<file path="config.mk">
export PLATFORM = sky130hd
export DESIGN_NAME = read_fabric
export DESIGN_NICKNAME = d
export VERILOG_FILES = /design/src/logic/axi_pkg.sv /design/src/logic/fabric_pkg.sv /design/src/logic/read_port.sv /design/src/logic/read_arbiter.sv /design/src/logic/addr_router.sv /design/src/logic/clint_timer.sv /design/src/logic/read_fabric.sv
export VERILOG_INCLUDE_DIRS = /design/src /design/src/logic
export SDC_FILE = /design/constraint.sdc
export NUM_CORES = 1
export LEC_CHECK = 0
export ABC_AREA = 1
export BUFFER_PORTS_ARGS = -buffer_cell sky130_fd_sc_hd__buf_2
export CORE_ASPECT_RATIO = 0.8
export CORE_MARGIN = 2
export CORE_UTILIZATION = 51
export DETAILED_ROUTE_END_ITERATION = 12
export GPL_ROUTABILITY_DRIVEN = 0
export MAX_ROUTING_LAYER = met4
export PLACE_DENSITY_LB_ADDON = 0.05
export SKIP_LAST_GASP = 1
export SYNTH_ARGS = -nofsm -noshare
export SYNTH_HDL_FRONTEND = slang
export SYNTH_SLANG_ARGS = --single-unit
</file>
<file path="constraint.sdc">
create_clock -name clock -period 5.6 [get_ports clock]
set_input_delay 0.28 -clock clock [delete_from_list [all_inputs] [get_ports clock]]
set_output_delay 0.28 -clock clock [all_outputs]
set_load 0.02 [all_outputs]
</file>
<file path="src/logic/fabric_params.svh">
`ifndef FABRIC_PARAMS_SVH
`define FABRIC_PARAMS_SVH

// bus widths
`define FABRIC_ADDR_W 32
`define FABRIC_DATA_W 32
`define FABRIC_ID_W 4

// requesters sharing the read channel
`define FABRIC_N_PORTS 2

// clint window, 64 KB
`define FABRIC_CLINT_BASE 32'h0200_0000
`define FABRIC_CLINT_SIZE 32'h0001_0000

// mtime halves inside the window
`define FABRIC_MTIME_LO_OFF 16'hbff8
`define FABRIC_MTIME_HI_OFF 16'hbffc

`endif

</file>
<file path="src/logic/axi_pkg.sv">
package axi_pkg;

  // read response codes, axi encoding
  typedef enum logic [1:0] {
    resp_okay   = 2'b00,
    resp_slverr = 2'b10
  } axi_resp_t;

endpackage

</file>
<file path="src/logic/fabric_pkg.sv">
package fabric_pkg;

  // arbiter sequencer
  typedef enum logic [1:0] {
    arb_idle = 2'd0,
    arb_addr = 2'd1, // address phase on shared channel
    arb_data = 2'd2  // waiting for the single read beat
  } arb_state_t;

  // where a read is routed
  typedef enum logic {
    tgt_mem   = 1'b0,
    tgt_clint = 1'b1
  } target_t;

  // timer register select
  typedef enum logic [1:0] {
    reg_mtime_lo = 2'd0,
    reg_mtime_hi = 2'd1,
    reg_none     = 2'd2 // unmapped offset
  } clint_reg_t;

endpackage

</file>
<file path="src/logic/read_port.sv">
`include "fabric_params.svh"

module read_port import axi_pkg::*; (
  input  logic                      clock,
  input  logic                      rst,
  // requester request channel
  input  logic                      req_valid,
  output logic                      req_ready,
  input  logic [`FABRIC_ADDR_W-1:0] req_addr,
  input  logic [`FABRIC_ID_W-1:0]   req_id,
  // requester response channel
  output logic                      rsp_valid,
  input  logic                      rsp_ready,
  output logic [`FABRIC_DATA_W-1:0] rsp_data,
  output axi_resp_t                 rsp_resp,
  output logic [`FABRIC_ID_W-1:0]   rsp_id,
  // towards the arbiter
  output logic                      pend,
  output logic [`FABRIC_ADDR_W-1:0] pend_addr,
  input  logic                      done,
  input  logic [`FABRIC_DATA_W-1:0] done_data,
  input  axi_resp_t                 done_resp
);

  logic                      pend_q;
  logic                      rsp_valid_q;
  logic [`FABRIC_ADDR_W-1:0] addr_q;
  logic [`FABRIC_ID_W-1:0]   id_q;    // echoed back with the response
  logic [`FABRIC_DATA_W-1:0] data_q;
  axi_resp_t                 resp_q;

  // one transaction per port, request or response
  assign req_ready = !pend_q && !rsp_valid_q;

  always_ff @(posedge clock) begin
    if (rst) begin
      pend_q      <= 1'b0;
      rsp_valid_q <= 1'b0;
    end else begin
      if (req_valid && req_ready) begin
        pend_q <= 1'b1;
      end else if (done) begin
        pend_q      <= 1'b0;
        rsp_valid_q <= 1'b1; // response parked here
      end else if (rsp_valid_q && rsp_ready) begin
        rsp_valid_q <= 1'b0;
      end
    end
  end

  always_ff @(posedge clock) begin
    if (req_valid && req_ready) begin
      addr_q <= req_addr;
      id_q   <= req_id;
    end
    if (done) begin
      data_q <= done_data;
      resp_q <= done_resp;
    end
  end

  assign pend      = pend_q;
  assign pend_addr = addr_q;
  assign rsp_valid = rsp_valid_q;
  assign rsp_data  = data_q;
  assign rsp_resp  = resp_q;
  assign rsp_id    = id_q;

endmodule

</file>
<file path="src/logic/read_arbiter.sv">
`include "fabric_params.svh"

module read_arbiter import axi_pkg::*, fabric_pkg::*; (
  input  logic                      clock,
  input  logic                      rst,
  // read ports
  input  logic [`FABRIC_N_PORTS-1:0] pend,
  input  logic [`FABRIC_ADDR_W-1:0]  pend_addr [`FABRIC_N_PORTS],
  output logic [`FABRIC_N_PORTS-1:0] done,
  output logic [`FABRIC_DATA_W-1:0]  done_data,
  output axi_resp_t                  done_resp,
  // shared read channel
  output logic                       ar_valid,
  input  logic                       ar_ready,
  output logic [`FABRIC_ADDR_W-1:0]  ar_addr,
  input  logic                       r_valid,
  output logic                       r_ready,
  input  logic [`FABRIC_DATA_W-1:0]  r_data,
  input  axi_resp_t                  r_resp
);

  localparam int IDX_W = (`FABRIC_N_PORTS > 1) ? $clog2(`FABRIC_N_PORTS) : 1;

  arb_state_t       state;
  logic [IDX_W-1:0] last_q;  // round-robin pointer, last served port
  logic [IDX_W-1:0] gnt_q;   // port owning the channel
  logic [IDX_W-1:0] pick;
  logic [IDX_W-1:0] cand;
  logic             found;

  // search starts one past the last served port
  always_comb begin
    pick  = last_q;
    found = 1'b0;
    cand  = last_q;
    for (int i = 1; i <= `FABRIC_N_PORTS; i++) begin
      cand = IDX_W'((int'(last_q) + i) % `FABRIC_N_PORTS);
      if (!found && pend[cand]) begin
        pick  = cand;
        found = 1'b1;
      end
    end
  end

  always_ff @(posedge clock) begin
    if (rst) begin
      state  <= arb_idle;
      gnt_q  <= '0;
      last_q <= IDX_W'(`FABRIC_N_PORTS - 1); // port 0 first out of reset
    end else begin
      case (state)
        arb_idle: begin
          if (found) begin
            gnt_q <= pick;
            state <= arb_addr;
          end
        end
        arb_addr: if (ar_ready) state <= arb_data;
        arb_data: begin
          if (r_valid) begin
            last_q <= gnt_q;
            state  <= arb_idle;
          end
        end
        default: state <= arb_idle;
      endcase
    end
  end

  // port holds its address stable while pend is high
  assign ar_valid = (state == arb_addr);
  assign ar_addr  = pend_addr[gnt_q];
  assign r_ready  = (state == arb_data);

  // done pulse in the beat cycle, so pend is gone before the next grant
  always_comb begin
    done = '0;
    if (state == arb_data && r_valid) begin
      done[gnt_q] = 1'b1;
    end
  end

  assign done_data = r_data;
  assign done_resp = r_resp;

endmodule

</file>
<file path="src/logic/addr_router.sv">
`include "fabric_params.svh"

module addr_router import axi_pkg::*, fabric_pkg::*; (
  input  logic                      clock,
  input  logic                      rst,
  // shared channel from the arbiter
  input  logic                      ar_valid,
  output logic                      ar_ready,
  input  logic [`FABRIC_ADDR_W-1:0] ar_addr,
  output logic                      r_valid,
  input  logic                      r_ready,
  output logic [`FABRIC_DATA_W-1:0] r_data,
  output axi_resp_t                 r_resp,
  // timer
  output logic                      t_ar_valid,
  input  logic                      t_ar_ready,
  output logic [15:0]               t_ar_off,
  input  logic                      t_r_valid,
  output logic                      t_r_ready,
  input  logic [`FABRIC_DATA_W-1:0] t_r_data,
  input  axi_resp_t                 t_r_resp,
  // external memory
  output logic                      mem_ar_valid,
  input  logic                      mem_ar_ready,
  output logic [`FABRIC_ADDR_W-1:0] mem_ar_addr,
  input  logic                      mem_r_valid,
  output logic                      mem_r_ready,
  input  logic [`FABRIC_DATA_W-1:0] mem_r_data,
  input  axi_resp_t                 mem_r_resp
);

  target_t tgt;
  target_t tgt_q; // target of the outstanding read

  assign tgt = (ar_addr >= `FABRIC_CLINT_BASE &&
                ar_addr <  `FABRIC_CLINT_BASE + `FABRIC_CLINT_SIZE) ? tgt_clint : tgt_mem;

  // address side is pure decode
  assign t_ar_valid   = ar_valid && (tgt == tgt_clint);
  assign t_ar_off     = ar_addr[15:0];
  assign mem_ar_valid = ar_valid && (tgt == tgt_mem);
  assign mem_ar_addr  = ar_addr;
  assign ar_ready     = (tgt == tgt_clint) ? t_ar_ready : mem_ar_ready;

  always_ff @(posedge clock) begin
    if (rst) begin
      tgt_q <= tgt_mem;
    end else if (ar_valid && ar_ready) begin
      tgt_q <= tgt;
    end
  end

  // response steered by the latched target
  assign t_r_ready   = r_ready && (tgt_q == tgt_clint);
  assign mem_r_ready = r_ready && (tgt_q == tgt_mem);
  assign r_valid     = (tgt_q == tgt_clint) ? t_r_valid : mem_r_valid;
  assign r_data      = (tgt_q == tgt_clint) ? t_r_data  : mem_r_data;
  assign r_resp      = (tgt_q == tgt_clint) ? t_r_resp  : mem_r_resp;

endmodule

</file>
<file path="src/logic/clint_timer.sv">
`include "fabric_params.svh"

module clint_timer import axi_pkg::*, fabric_pkg::*; (
  input  logic                      clock,
  input  logic                      rst,
  input  logic                      t_ar_valid,
  output logic                      t_ar_ready,
  input  logic [15:0]               t_ar_off,
  output logic                      t_r_valid,
  input  logic                      t_r_ready,
  output logic [`FABRIC_DATA_W-1:0] t_r_data,
  output axi_resp_t                 t_r_resp
);

  logic [63:0] mtime;
  logic        r_valid_q;
  clint_reg_t  sel;

  always_comb begin
    case (t_ar_off)
      `FABRIC_MTIME_LO_OFF: sel = reg_mtime_lo;
      `FABRIC_MTIME_HI_OFF: sel = reg_mtime_hi;
      default:              sel = reg_none;
    endcase
  end

  // free running, one tick per clock
  always_ff @(posedge clock) begin
    if (rst) mtime <= '0;
    else     mtime <= mtime + 64'd1;
  end

  assign t_ar_ready = !r_valid_q; // single response slot

  always_ff @(posedge clock) begin
    if (rst) begin
      r_valid_q <= 1'b0;
    end else if (t_ar_valid && t_ar_ready) begin
      r_valid_q <= 1'b1;
    end else if (t_r_ready) begin
      r_valid_q <= 1'b0;
    end
  end

  // value sampled at the address transfer
  always_ff @(posedge clock) begin
    if (t_ar_valid && t_ar_ready) begin
      case (sel)
        reg_mtime_lo: t_r_data <= mtime[31:0];
        reg_mtime_hi: t_r_data <= mtime[63:32];
        default:      t_r_data <= '0;
      endcase
      t_r_resp <= (sel == reg_none) ? resp_slverr : resp_okay;
    end
  end

  assign t_r_valid = r_valid_q;

endmodule

</file>
<file path="src/logic/read_fabric.sv">
`include "fabric_params.svh"

module read_fabric import axi_pkg::*; (
  input  logic                       clock,
  input  logic                       rst,
  // requester side, one entry per port
  input  logic [`FABRIC_N_PORTS-1:0] req_valid,
  output logic [`FABRIC_N_PORTS-1:0] req_ready,
  input  logic [`FABRIC_ADDR_W-1:0]  req_addr [`FABRIC_N_PORTS],
  input  logic [`FABRIC_ID_W-1:0]    req_id   [`FABRIC_N_PORTS],
  output logic [`FABRIC_N_PORTS-1:0] rsp_valid,
  input  logic [`FABRIC_N_PORTS-1:0] rsp_ready,
  output logic [`FABRIC_DATA_W-1:0]  rsp_data [`FABRIC_N_PORTS],
  output axi_resp_t                  rsp_resp [`FABRIC_N_PORTS],
  output logic [`FABRIC_ID_W-1:0]    rsp_id   [`FABRIC_N_PORTS],
  // external memory
  output logic                       mem_ar_valid,
  input  logic                       mem_ar_ready,
  output logic [`FABRIC_ADDR_W-1:0]  mem_ar_addr,
  input  logic                       mem_r_valid,
  output logic                       mem_r_ready,
  input  logic [`FABRIC_DATA_W-1:0]  mem_r_data,
  input  axi_resp_t                  mem_r_resp
);

  logic [`FABRIC_N_PORTS-1:0] pend;
  logic [`FABRIC_ADDR_W-1:0]  pend_addr [`FABRIC_N_PORTS];
  logic [`FABRIC_N_PORTS-1:0] done;
  logic [`FABRIC_DATA_W-1:0]  done_data;
  axi_resp_t                  done_resp;

  // shared channel, arbiter to router
  logic                      ar_valid;
  logic                      ar_ready;
  logic [`FABRIC_ADDR_W-1:0] ar_addr;
  logic                      r_valid;
  logic                      r_ready;
  logic [`FABRIC_DATA_W-1:0] r_data;
  axi_resp_t                 r_resp;

  // router to timer
  logic                      t_ar_valid;
  logic                      t_ar_ready;
  logic [15:0]               t_ar_off;
  logic                      t_r_valid;
  logic                      t_r_ready;
  logic [`FABRIC_DATA_W-1:0] t_r_data;
  axi_resp_t                 t_r_resp;

  for (genvar p = 0; p < `FABRIC_N_PORTS; p++) begin : g_port
    read_port port_i (
      .clock     (clock),
      .rst       (rst),
      .req_valid (req_valid[p]),
      .req_ready (req_ready[p]),
      .req_addr  (req_addr[p]),
      .req_id    (req_id[p]),
      .rsp_valid (rsp_valid[p]),
      .rsp_ready (rsp_ready[p]),
      .rsp_data  (rsp_data[p]),
      .rsp_resp  (rsp_resp[p]),
      .rsp_id    (rsp_id[p]),
      .pend      (pend[p]),
      .pend_addr (pend_addr[p]),
      .done      (done[p]),
      .done_data (done_data), // broadcast, qualified by done
      .done_resp (done_resp)
    );
  end

  read_arbiter arb_i (
    .clock     (clock),
    .rst       (rst),
    .pend      (pend),
    .pend_addr (pend_addr),
    .done      (done),
    .done_data (done_data),
    .done_resp (done_resp),
    .ar_valid  (ar_valid),
    .ar_ready  (ar_ready),
    .ar_addr   (ar_addr),
    .r_valid   (r_valid),
    .r_ready   (r_ready),
    .r_data    (r_data),
    .r_resp    (r_resp)
  );

  addr_router router_i (
    .clock        (clock),
    .rst          (rst),
    .ar_valid     (ar_valid),
    .ar_ready     (ar_ready),
    .ar_addr      (ar_addr),
    .r_valid      (r_valid),
    .r_ready      (r_ready),
    .r_data       (r_data),
    .r_resp       (r_resp),
    .t_ar_valid   (t_ar_valid),
    .t_ar_ready   (t_ar_ready),
    .t_ar_off     (t_ar_off),
    .t_r_valid    (t_r_valid),
    .t_r_ready    (t_r_ready),
    .t_r_data     (t_r_data),
    .t_r_resp     (t_r_resp),
    .mem_ar_valid (mem_ar_valid),
    .mem_ar_ready (mem_ar_ready),
    .mem_ar_addr  (mem_ar_addr),
    .mem_r_valid  (mem_r_valid),
    .mem_r_ready  (mem_r_ready),
    .mem_r_data   (mem_r_data),
    .mem_r_resp   (mem_r_resp)
  );

  clint_timer timer_i (
    .clock      (clock),
    .rst        (rst),
    .t_ar_valid (t_ar_valid),
    .t_ar_ready (t_ar_ready),
    .t_ar_off   (t_ar_off),
    .t_r_valid  (t_r_valid),
    .t_r_ready  (t_r_ready),
    .t_r_data   (t_r_data),
    .t_r_resp   (t_r_resp)
  );

endmodule

</file>
==> results.txt, run 1 <==
Vias in the first global route: 8,666
# DRC: 0
Kind of end point of the critical path: flop
Top layer in use: met4
Area occupied by multi-input gates: 3550 um^2
Min Tclk post-route: 2.93 ns
Dpl cells: 1,674
DR WL met3: 2910 um
Ant diodes: 0
Most frequent cells in the layout: 456 x nand2_1, 227 x buf_2, 173 x edfxtp_1, 136 x nor2_1, 97 x inv_1
FP Rows: 47
Post-synth top area share: 48.0%
Crit path kind: flop to flop
Vias/cell: 5.22
Final period util: 52.3%
RSZ-0062 raised after global routing: false
Max cap viols: 0
DR WL/cell: 16.9 um
CTS HTree Levels: 1
M1 WL: 13,900 um
Final hold slack: 0.0368 ns
Hold crit path type: input port to flop
Top post-synthesis cells by area: edfxtp_1 48%, nand2_1 16%, dfxtp_1 14%, nor2_1 4.7%, inv_1 3.4%
Largest net degree at the start of global routing: 65
Maximum fanout along the worst path: 33
Core ar.: 20,800 um^2
Netlist cell types: 37
CTS tree: built
Proportion of layout cells with a drive suffix above 1: 20.0%
Worst-skew pair later-pin latency: 0.53 ns
Clock root cell: clkbuf_16
Placed cell area: 12,100 um^2
Seq. cell area: 6680 um^2
Synth Cell Area: 10,800 um^2
I/O pins: 228
# fillers: 1,733
Req. time, crit path: 5.98 ns
Final net count: 1,619
GRT Residual Overflow: 0
Setup ws final: 2.67 ns
Leak pwr: 5.32 nW
Status: completed
Hold buffer count at CTS: 72
Post-CTS Setup Repair Bufs: 0
Initial core utilization: 52.2%
Net Count, Synth: 1,319
Yosys warning total: 0
Arrival time worst endpoint: 3.31 ns
Setup violators final: 0
Clock Sinks: 247
Post-synthesis register bit count: 247
Post-detail-place hpwl: 21,400 um
Most common cell after layout, fill and taps aside: nand2_1
Area Growth Syn to Fin: 26.2%
Final Cell Area: 13,700 um^2
Final wirelength: 30,200 um
Max_slew headroom: 18.4%
Final Skew: 0.0197 ns
Starting DRT DRC Count: 1,082
Via Count: 9,360
Die footprint: 22,400 um^2
Pwr Density: 292 nW/um^2
Maximum root-to-sink buffer count: 3
Setup TNS: 0 ns
Horiz. Die Dim: 167 um
Resized cells post-CTS: 0
Antenna-violating nets left: 0
Seq/Total Area, Yosys: 61.6%
Fmax achieved: 0.341 GHz
First-pass GRT wire length: 46,500 um
First drt pass iteration count: 6
Worst vdd ir: 0.255 mV
Setup Slack @ Placement: 2.66 ns
CTS Buf Count: 25
Initial antenna violation count: 0
Hold violation count in the final report: 0
Gate Count Post-Synth: 1,204
Met2 Routed Length: 12,700 um
Layout Cells excl Fill: 1,792
Syn Area/Cell: 9.00 um^2
Slew @ Worst Pin: 1.22 ns
Global Route Usage Sum: 27.2%
Post-synth top area cell: edfxtp_1
Port bufs: 227
CP Launch Type: flop
Slew Limit Fails: 0
Clock slew at reported path FFs: 0.06 ns
Die height: 134 um
[worst max-delay path, stage by stage (launching register included)]
cell and delay (ns):
dfxtp_1 0.68, inv_6 0.23, or2_1 0.27, o21ai_0 0.11, nand4_1 0.13, nor2_1 0.14, and2_1 0.95, nand2_1 0.15
nand2_1 0.12
[power breakdown]
group | internal [mW] | switching (mW) | total (mW)
clock network | 0.971 | 0.690 | 1.66
registers | 2.00 | 0.0188 | 2.02
logic | 0.121 | 0.190 | 0.310
total | 3.09 | 0.898 | 3.99
[per-stage QoR]
step                      util (%)  total power [mW]
after global routing          65.9              4.12
after detailed placement      58.5              2.33
after global placement        58.5              2.32
final                         65.9              3.99
after CTS                     65.9              4.01
after floorplan                  -              2.22
[flip-flops by register name, summed over array words and instances (netlist names), 2 cells and up]
signal and count:
g_port.port_i.pend_addr 64, g_port.port_i.rsp_data 64, timer_i.mtime 64, timer_i.t_r_data 32, g_port.port_i.rsp_id 8, g_port.port_i.rsp_resp 4
arb_i.state 2, g_port.port_i.pend 2, g_port.port_i.rsp_valid 2
[cells in the mapped netlist (all sizes together)]
library cell and n:
a211oi 1, a21oi 57, and2 3, buf 22, clkbuf 12, clkinv 1
dfxtp 74, edfxtp 173, ha 1, inv 99, nand2 470, nand3 44
nand4 26, nor2 142, nor3 29, nor3b 2, nor4 2, o211ai 1
o21a 2, o21ai 22, or2 11, xnor2 2, xor2 8
[kinds of logic after synthesis]
kind of cell             synth area share [%]
AO/OA/AOI/OAI                            3.96
flip-flops                               61.6
AND/OR/NAND/NOR                          27.8
buffers and inverters                    5.69
XOR/XNOR                                0.808
adder cells (fa/ha/maj)                 0.115
[cell type report]
class | count | area share, %
Clock inverter | 11 | 0.851
Clock buffer | 35 | 5.14
Multi-Input combinational cell | 823 | 25.9
Timing Repair Buffer | 307 | 14.0
Inverter | 100 | 2.78
Sequential cell | 247 | 48.8
Tap cell | 269 | 2.46
[routing by layer]
metal	vias to the layer above	GRT usage, %
met3	69	4.63
met5	-	-
met1	4290	40.9
met2	472	38.3
li1	4529	-
met4	0	6.70
[worst paths after layout]
kind	to	startpoint	cells past startpoint	slack, ns
setup reg to reg	timer_i.t_r_data[0]$_DFFE_PP_	arb_i.gnt_q$_SDFFE_PP0P_	8	2.67
hold / removal	g_port[0].port_i.rsp_data[1]$_DFFE_PP_	mem_r_data[1]	3	0.04
setup / recovery	timer_i.t_r_data[0]$_DFFE_PP_	arb_i.gnt_q$_SDFFE_PP0P_	8	2.67
hold reg to reg	timer_i.mtime[40]$_SDFF_PP0_	timer_i.mtime[40]$_SDFF_PP0_	2	0.49
Power figures use the tool's default switching activity.
==> run 2: changes to the inputs <==
--- a/config.mk
+++ b/config.mk
@@ -10,7 +10,7 @@
 export BUFFER_PORTS_ARGS = -buffer_cell sky130_fd_sc_hd__buf_2
 export CORE_ASPECT_RATIO = 0.8
 export CORE_MARGIN = 2
-export CORE_UTILIZATION = 51
+export CORE_UTILIZATION = 50
 export DETAILED_ROUTE_END_ITERATION = 12
 export GPL_ROUTABILITY_DRIVEN = 0
 export MAX_ROUTING_LAYER = met4
==> constraint.sdc (replaced) <==
create_clock -name clock -period 2.39 [get_ports clock]
set_input_delay 0.1195 -clock clock [delete_from_list [all_inputs] [get_ports clock]]
set_output_delay 0.1195 -clock clock [all_outputs]
set_load 0.02 [all_outputs]
==> run 2 against run 1 <==
Compared with the run above: clock power up 140%; critical path type unchanged; largest cell class unchanged; via count grew 1.4%; count of clock-buffer cells in the layout rose by 2; maximum frequency increased by 43%.
==> results.txt, run 2 (synthesis results as in run 1) <==
Clock root cell: clkbuf_16 (unchanged)
FP Rows: 48 (was 47)
Req. time, crit path: 2.80 ns (was 5.98 ns)
Initial antenna violation count: 0 (unchanged)
Met3 Usage GRT: 5.35% (was 4.63%)
Die height: 136 um (was 134 um)
Vias in the first global route: 8,862 (was 8,666)
Fmax achieved: 0.489 GHz (was 0.341 GHz)
Final Skew: 0.0181 ns (was 0.0197 ns)
Arrival time worst endpoint: 2.45 ns (was 3.31 ns)
Worst vdd ir: 0.525 mV (was 0.255 mV)
CTS tree: built (unchanged)
Max_slew headroom: 61.9% (was 18.4%)
DR WL/cell: 16.7 um (was 16.9 um)
CTS HTree Levels: 1 (unchanged)
Max cap viols: 0 (unchanged)
Worst-skew pair later-pin latency: 0.53 ns (about the same)
Maximum fanout along the worst path: 8 (was 33)
Cell depth of the worst hold path: 4 (was 3)
Die footprint: 22,900 um^2 (was 22,400 um^2)
Post-detail-place hpwl: 21,900 um (was 21,400 um)
Final wirelength: 30,900 um (was 30,200 um)
Final core occ: 66.9% (was 65.9%)
Leak pwr: 5.68 nW (was 5.32 nW)
Maximum root-to-sink buffer count: 3 (unchanged)
Initial core utilization: 50.5% (was 52.2%)
Hold violation count in the final report: 0 (unchanged)
Horiz. Die Dim: 169 um (was 167 um)
RSZ-0062 raised after global routing: false (unchanged)
Core ar.: 21,400 um^2 (was 20,800 um^2)
Proportion of layout cells with a drive suffix above 1: 21.1% (was 20.0%)
Area Growth Syn to Fin: 32.5% (was 26.2%)
Slew Limit Fails: 0 (unchanged)
CP Launch Type: flop (unchanged)
CP Launch Point: timer_i.mtime[1]$_SDFF_PP0_ (was arb_i.gnt_q$_SDFFE_PP0P_)
Global route hottest layer: met1 (unchanged)
Clock Sinks: 247 (unchanged)
Status: completed (unchanged)
Setup Slack @ Placement: 0.412 ns (was 2.66 ns)
Final net count: 1,668 (was 1,619)
Setup TNS: 0 ns (unchanged)
GRT Residual Overflow: 0 (unchanged)
Slew @ Worst Pin: 0.567 ns (was 1.22 ns)
Dpl cells: 1,688 (was 1,674)
Hold Crit Start: rst (was mem_r_data[1])
Total chip power: 9.51 mW (was 3.99 mW)
Vias/cell: 5.14 (was 5.22)
Met2 usage: 39.4% (was 38.3%)
Global Route Usage Sum: 27.5% (was 27.2%)
First drt pass iteration count: 5 (was 6)
Via Count: 9,494 (was 9,360)
Largest net degree at the start of global routing: 37 (was 65)
Post-CTS Setup Repair Bufs: 0 (unchanged)
Final period util: 85.6% (was 52.3%)
Layout Cells excl Fill: 1,847 (was 1,792)
# DRC: 0 (unchanged)
CTS Buf Count: 26 (was 25)
Antenna-violating nets left: 0 (unchanged)
Port bufs: 227 (unchanged)
Hold crit path type: input port to flop (unchanged)
Ant diodes: 0 (unchanged)
Worst R2R Path Depth: 8 (unchanged)
Kind of end point of the critical path: flop (unchanged)
Setup ws final: 0.344 ns (was 2.67 ns)
Met1 Track Usage GR: 41.4% (was 40.9%)
Crit path kind: flop to flop (unchanged)
Most frequent cells in the layout: 441 x nand2_1, 227 x buf_2, 173 x edfxtp_1, 132 x nor2_1, 112 x dlygate4sd3_1 (was 456 x nand2_1, 227 x buf_2, 173 x edfxtp_1, 136 x nor2_1, 97 x inv_1)
Setup violators final: 0 (unchanged)
Clock slew at reported path FFs: 0.06 ns (about the same)
FF-to-FF Start: timer_i.mtime[1]$_SDFF_PP0_ (was arb_i.gnt_q$_SDFFE_PP0P_)
Pwr Density: 663 nW/um^2 (was 292 nW/um^2)
Most common cell after layout, fill and taps aside: nand2_1 (unchanged)
I/O pins: 228 (unchanged)
Resized cells post-CTS: 0 (unchanged)
Starting DRT DRC Count: 888 (was 1,082)
First-pass GRT wire length: 47,500 um (was 46,500 um)
Min Tclk post-route: 2.05 ns (was 2.93 ns)
Hold buffer count at CTS: 112 (was 72)
==> run 2: area by class of cell <==
type / count / area (um^2)
Clock inverter: 10 / 93.8
Timing Repair Buffer: 355 / 2450
Inverter: 100 / 380
Clock buffer: 37 / 754
Multi-Input combinational cell: 823 / 3650
Sequential cell: 247 / 6680
Tap cell: 275 / 344
Fill cell: 1725 / 7090
==> run 2: routing by layer <==
| metal | part of all wire (%) | wire [um] |
|---|---|---|
| met1 | 47 | 14500 |
| met5 | 0 | 0 |
| met4 | 1.2 | 377 |
| met2 | 42 | 12900 |
| met3 | 10 | 3140 |
==> run 2: critical path, stage by stage, from the launching register on <==
cell     delay (ns)
dfxtp_1        0.43
ha_1           0.21
nand2_1        0.10
nor2_4         0.21
nand2_1        0.18
nor3_1         0.49
nand3_1        0.15
nand2_1        0.10
a21oi_1        0.06
==> run 2: final timing paths <==
kind         slack [ns]                      endpoint
max                0.34  timer_i.mtime[54]$_SDFF_PP0_
min                0.06  timer_i.mtime[19]$_SDFF_PP0_
max reg2reg        0.34  timer_i.mtime[54]$_SDFF_PP0_
min reg2reg        0.49  timer_i.mtime[40]$_SDFF_PP0_
==> run 2: stage by stage <==
step	hold WS, ns	area [um^2]
after CTS	0.0543	14400
after global placement	0.295	12400
after floorplan	0.218	11000
after detailed placement	0.298	12400
final	0.0622	14400
after global routing	0.117	14400
==> run 2: power by group <==
| part | total, mW | leakage, nW | internal [mW] | switching [mW] |
|---|---|---|---|---|
| Sequential | 4.73 | 2.27 | 4.69 | 0.0437 |
| Combinational | 0.828 | 3.00 | 0.348 | 0.481 |
| Clock | 3.95 | 0.412 | 2.31 | 1.64 |
| Total | 9.51 | 5.68 | 7.35 | 2.16 |
==> run 3: changes to the inputs <==
--- a/config.mk
+++ b/config.mk
@@ -10,11 +10,12 @@
 export BUFFER_PORTS_ARGS = -buffer_cell sky130_fd_sc_hd__buf_2
 export CORE_ASPECT_RATIO = 0.8
 export CORE_MARGIN = 2
-export CORE_UTILIZATION = 50
+export CORE_UTILIZATION = 51
 export DETAILED_ROUTE_END_ITERATION = 12
 export GPL_ROUTABILITY_DRIVEN = 0
 export MAX_ROUTING_LAYER = met4
 export PLACE_DENSITY_LB_ADDON = 0.05
+export REMOVE_ABC_BUFFERS = 1
 export SKIP_LAST_GASP = 1
 export SYNTH_ARGS = -nofsm -noshare
 export SYNTH_HDL_FRONTEND = slang
==> constraint.sdc (replaced) <==
create_clock -name clock -period 2.4 [get_ports clock]
set_input_delay 0.12 -clock clock [delete_from_list [all_inputs] [get_ports clock]]
set_output_delay 0.12 -clock clock [all_outputs]
set_load 0.02 [all_outputs]
==> run 3 against run 2 <==
Compared with the run above: register-to-register slack got worse by 0.09 ns; final cell count decreased by 0.32%; hold slack improved by 0.24 ns; setup slack worse by 0.091 ns; maximum frequency fell by 4.7%; total power shrank 1.0%; largest power group unchanged.
==> results.txt, run 3 (synthesis results as in run 1) <==
Clock root cell: clkbuf_16 (unchanged)
Area Growth Syn to Fin: 31.2% (was 32.5%)
First-pass GRT wire length: 45,900 um (was 47,500 um)
Max_slew headroom: 57.7% (was 61.9%)
Req. time, crit path: 2.84 ns (was 2.80 ns)
Hold violation count in the final report: 0 (unchanged)
Final hold slack: 0.305 ns (was 0.0622 ns)
Via Count: 9,545 (was 9,494)
Proportion of layout cells with a drive suffix above 1: 20.0% (was 21.1%)
Final Skew: 0.0176 ns (was 0.0181 ns)
# fillers: 1,659 (was 1,725)
Crit path kind: flop to flop (unchanged)
Ant diodes: 0 (unchanged)
Starting DRT DRC Count: 896 (was 888)
CP Launch Type: flop (unchanged)
CTS tree: built (unchanged)
Post-detail-place hpwl: 20,800 um (was 21,900 um)
Area occupied by multi-input gates: 3550 um^2 (was 3650 um^2)
Final core occ: 68.5% (was 66.9%)
Worst-skew pair later-pin latency: 0.53 ns (about the same)
Worst vdd ir: 0.727 mV (was 0.525 mV)
Final period util: 89.5% (was 85.6%)
DR WL/cell: 16.1 um (was 16.7 um)
Horiz. Die Dim: 167 um (was 169 um)
Min Tclk post-route: 2.15 ns (was 2.05 ns)
Initial core utilization: 52.2% (was 50.5%)
CTS HTree Levels: 1 (unchanged)
Flop2flop setup slack: 0.25 ns (was 0.34 ns)
Kind of end point of the critical path: flop (unchanged)
Hold crit path type: input port to flop (unchanged)
Arrival time worst endpoint: 2.59 ns (was 2.45 ns)
RSZ-0062 raised after global routing: false (unchanged)
Final wirelength: 29,700 um (was 30,900 um)
Antenna-violating nets left: 0 (unchanged)
First drt pass iteration count: 8 (was 5)
Die footprint: 22,400 um^2 (was 22,900 um^2)
Fmax achieved: 0.466 GHz (was 0.489 GHz)
Most frequent cells in the layout: 456 x nand2_1, 227 x buf_2, 173 x edfxtp_1, 136 x nor2_1, 112 x dlygate4sd3_1 (was 441 x nand2_1, 227 x buf_2, 173 x edfxtp_1, 132 x nor2_1, 112 x dlygate4sd3_1)
Maximum root-to-sink buffer count: 3 (unchanged)
Setup violators final: 0 (unchanged)
Setup TNS: 0 ns (unchanged)
Leak pwr: 5.67 nW (was 5.68 nW)
Largest net degree at the start of global routing: 55 (was 37)
# DRC: 0 (unchanged)
Slew Limit Fails: 0 (unchanged)
GRT Residual Overflow: 0 (unchanged)
Final net count: 1,669 (was 1,668)
Clock Sinks: 247 (unchanged)
Max cap viols: 0 (unchanged)
Core ar.: 20,800 um^2 (was 21,400 um^2)
Global Route Usage Sum: 26.9% (was 27.5%)
Initial antenna violation count: 0 (unchanged)
CTS Buf Count: 25 (was 26)
Most common cell after layout, fill and taps aside: nand2_1 (unchanged)
Vias/cell: 5.18 (was 5.14)
Status: completed (unchanged)
Pwr Density: 663 nW/um^2 (about the same)
I/O pins: 228 (unchanged)
FP Rows: 47 (was 48)
Vias in the first global route: 8,682 (was 8,862)
Clock slew at reported path FFs: 0.07 ns (was 0.06 ns)
Die height: 134 um (was 136 um)
Slew @ Worst Pin: 0.635 ns (was 0.567 ns)
Maximum fanout along the worst path: 5 (was 8)
Port bufs: 227 (unchanged)
Seq. cell area: 6680 um^2 (about the same)
## run 3: power breakdown
part           switching [mW]  total, mW  internal (mW)
registers              0.0401       4.71           4.67
logic                   0.452      0.781          0.329
clock network            1.60       3.93           2.33
## run 3: layer usage
metal,up-vias,global-route usage (%),share of wire [%]
met2,498,38.1,41
met4,0,7.76,3.1
met1,4348,38.9,45
met5,-,-,0
li1,4627,-,-
met3,72,6.02,10
## run 3: final timing paths
path	startpoint	cells after the start	endpoint
worst min register to register	timer_i.mtime[57]$_SDFF_PP0_	2	timer_i.mtime[57]$_SDFF_PP0_
worst max-delay path	timer_i.mtime[40]$_SDFF_PP0_	7	timer_i.mtime[44]$_SDFF_PP0_
worst max register to register	timer_i.mtime[40]$_SDFF_PP0_	7	timer_i.mtime[44]$_SDFF_PP0_
worst min-delay path	req_addr[37]	2	g_port[0].port_i.pend_addr[5]$_DFFE_PP_
## run 3: area by class of cell
| cell class | instances | share of cell area (%) |
|---|---|---|
| flip-flops and latches | 247 | 47.0 |
| multi-input cells | 823 | 24.9 |
| repair buffers | 357 | 17.3 |
| clock buffers | 33 | 4.82 |
| inverters | 100 | 2.68 |
| well taps | 269 | 2.37 |
| clock inverters | 12 | 0.959 |
## run 3: stage by stage
step | instances | total power, mW | cell area (um^2) | setup slack, ns
floorplan | 1170 | 5.14 | 10600 | -2.13
global placement | 1684 | 5.43 | 12300 | 0.375
detailed placement | 1684 | 5.43 | 12300 | 0.309
CTS | 1841 | 9.46 | 14200 | 0.294
global route | 1841 | 9.71 | 14200 | 0.0615
finish | 1841 | 9.42 | 14200 | 0.253
## run 3: timing repair
item | in CTS | in global routing
buffers inserted | 0 | 0
gates resized for setup | 0 | 0
endpoints found under the hold margin | 154 | 0
hold buffers | 112 | 0
## run 3: critical path, cell delays in order (launching register included)
cell     delay, ns
dfxtp_1       0.44
inv_1         0.18
nor3_1        0.39
nand2_1       0.14
nor2_1        0.21
nand3_1       0.24
or2_2         0.34
a21oi_1       0.12
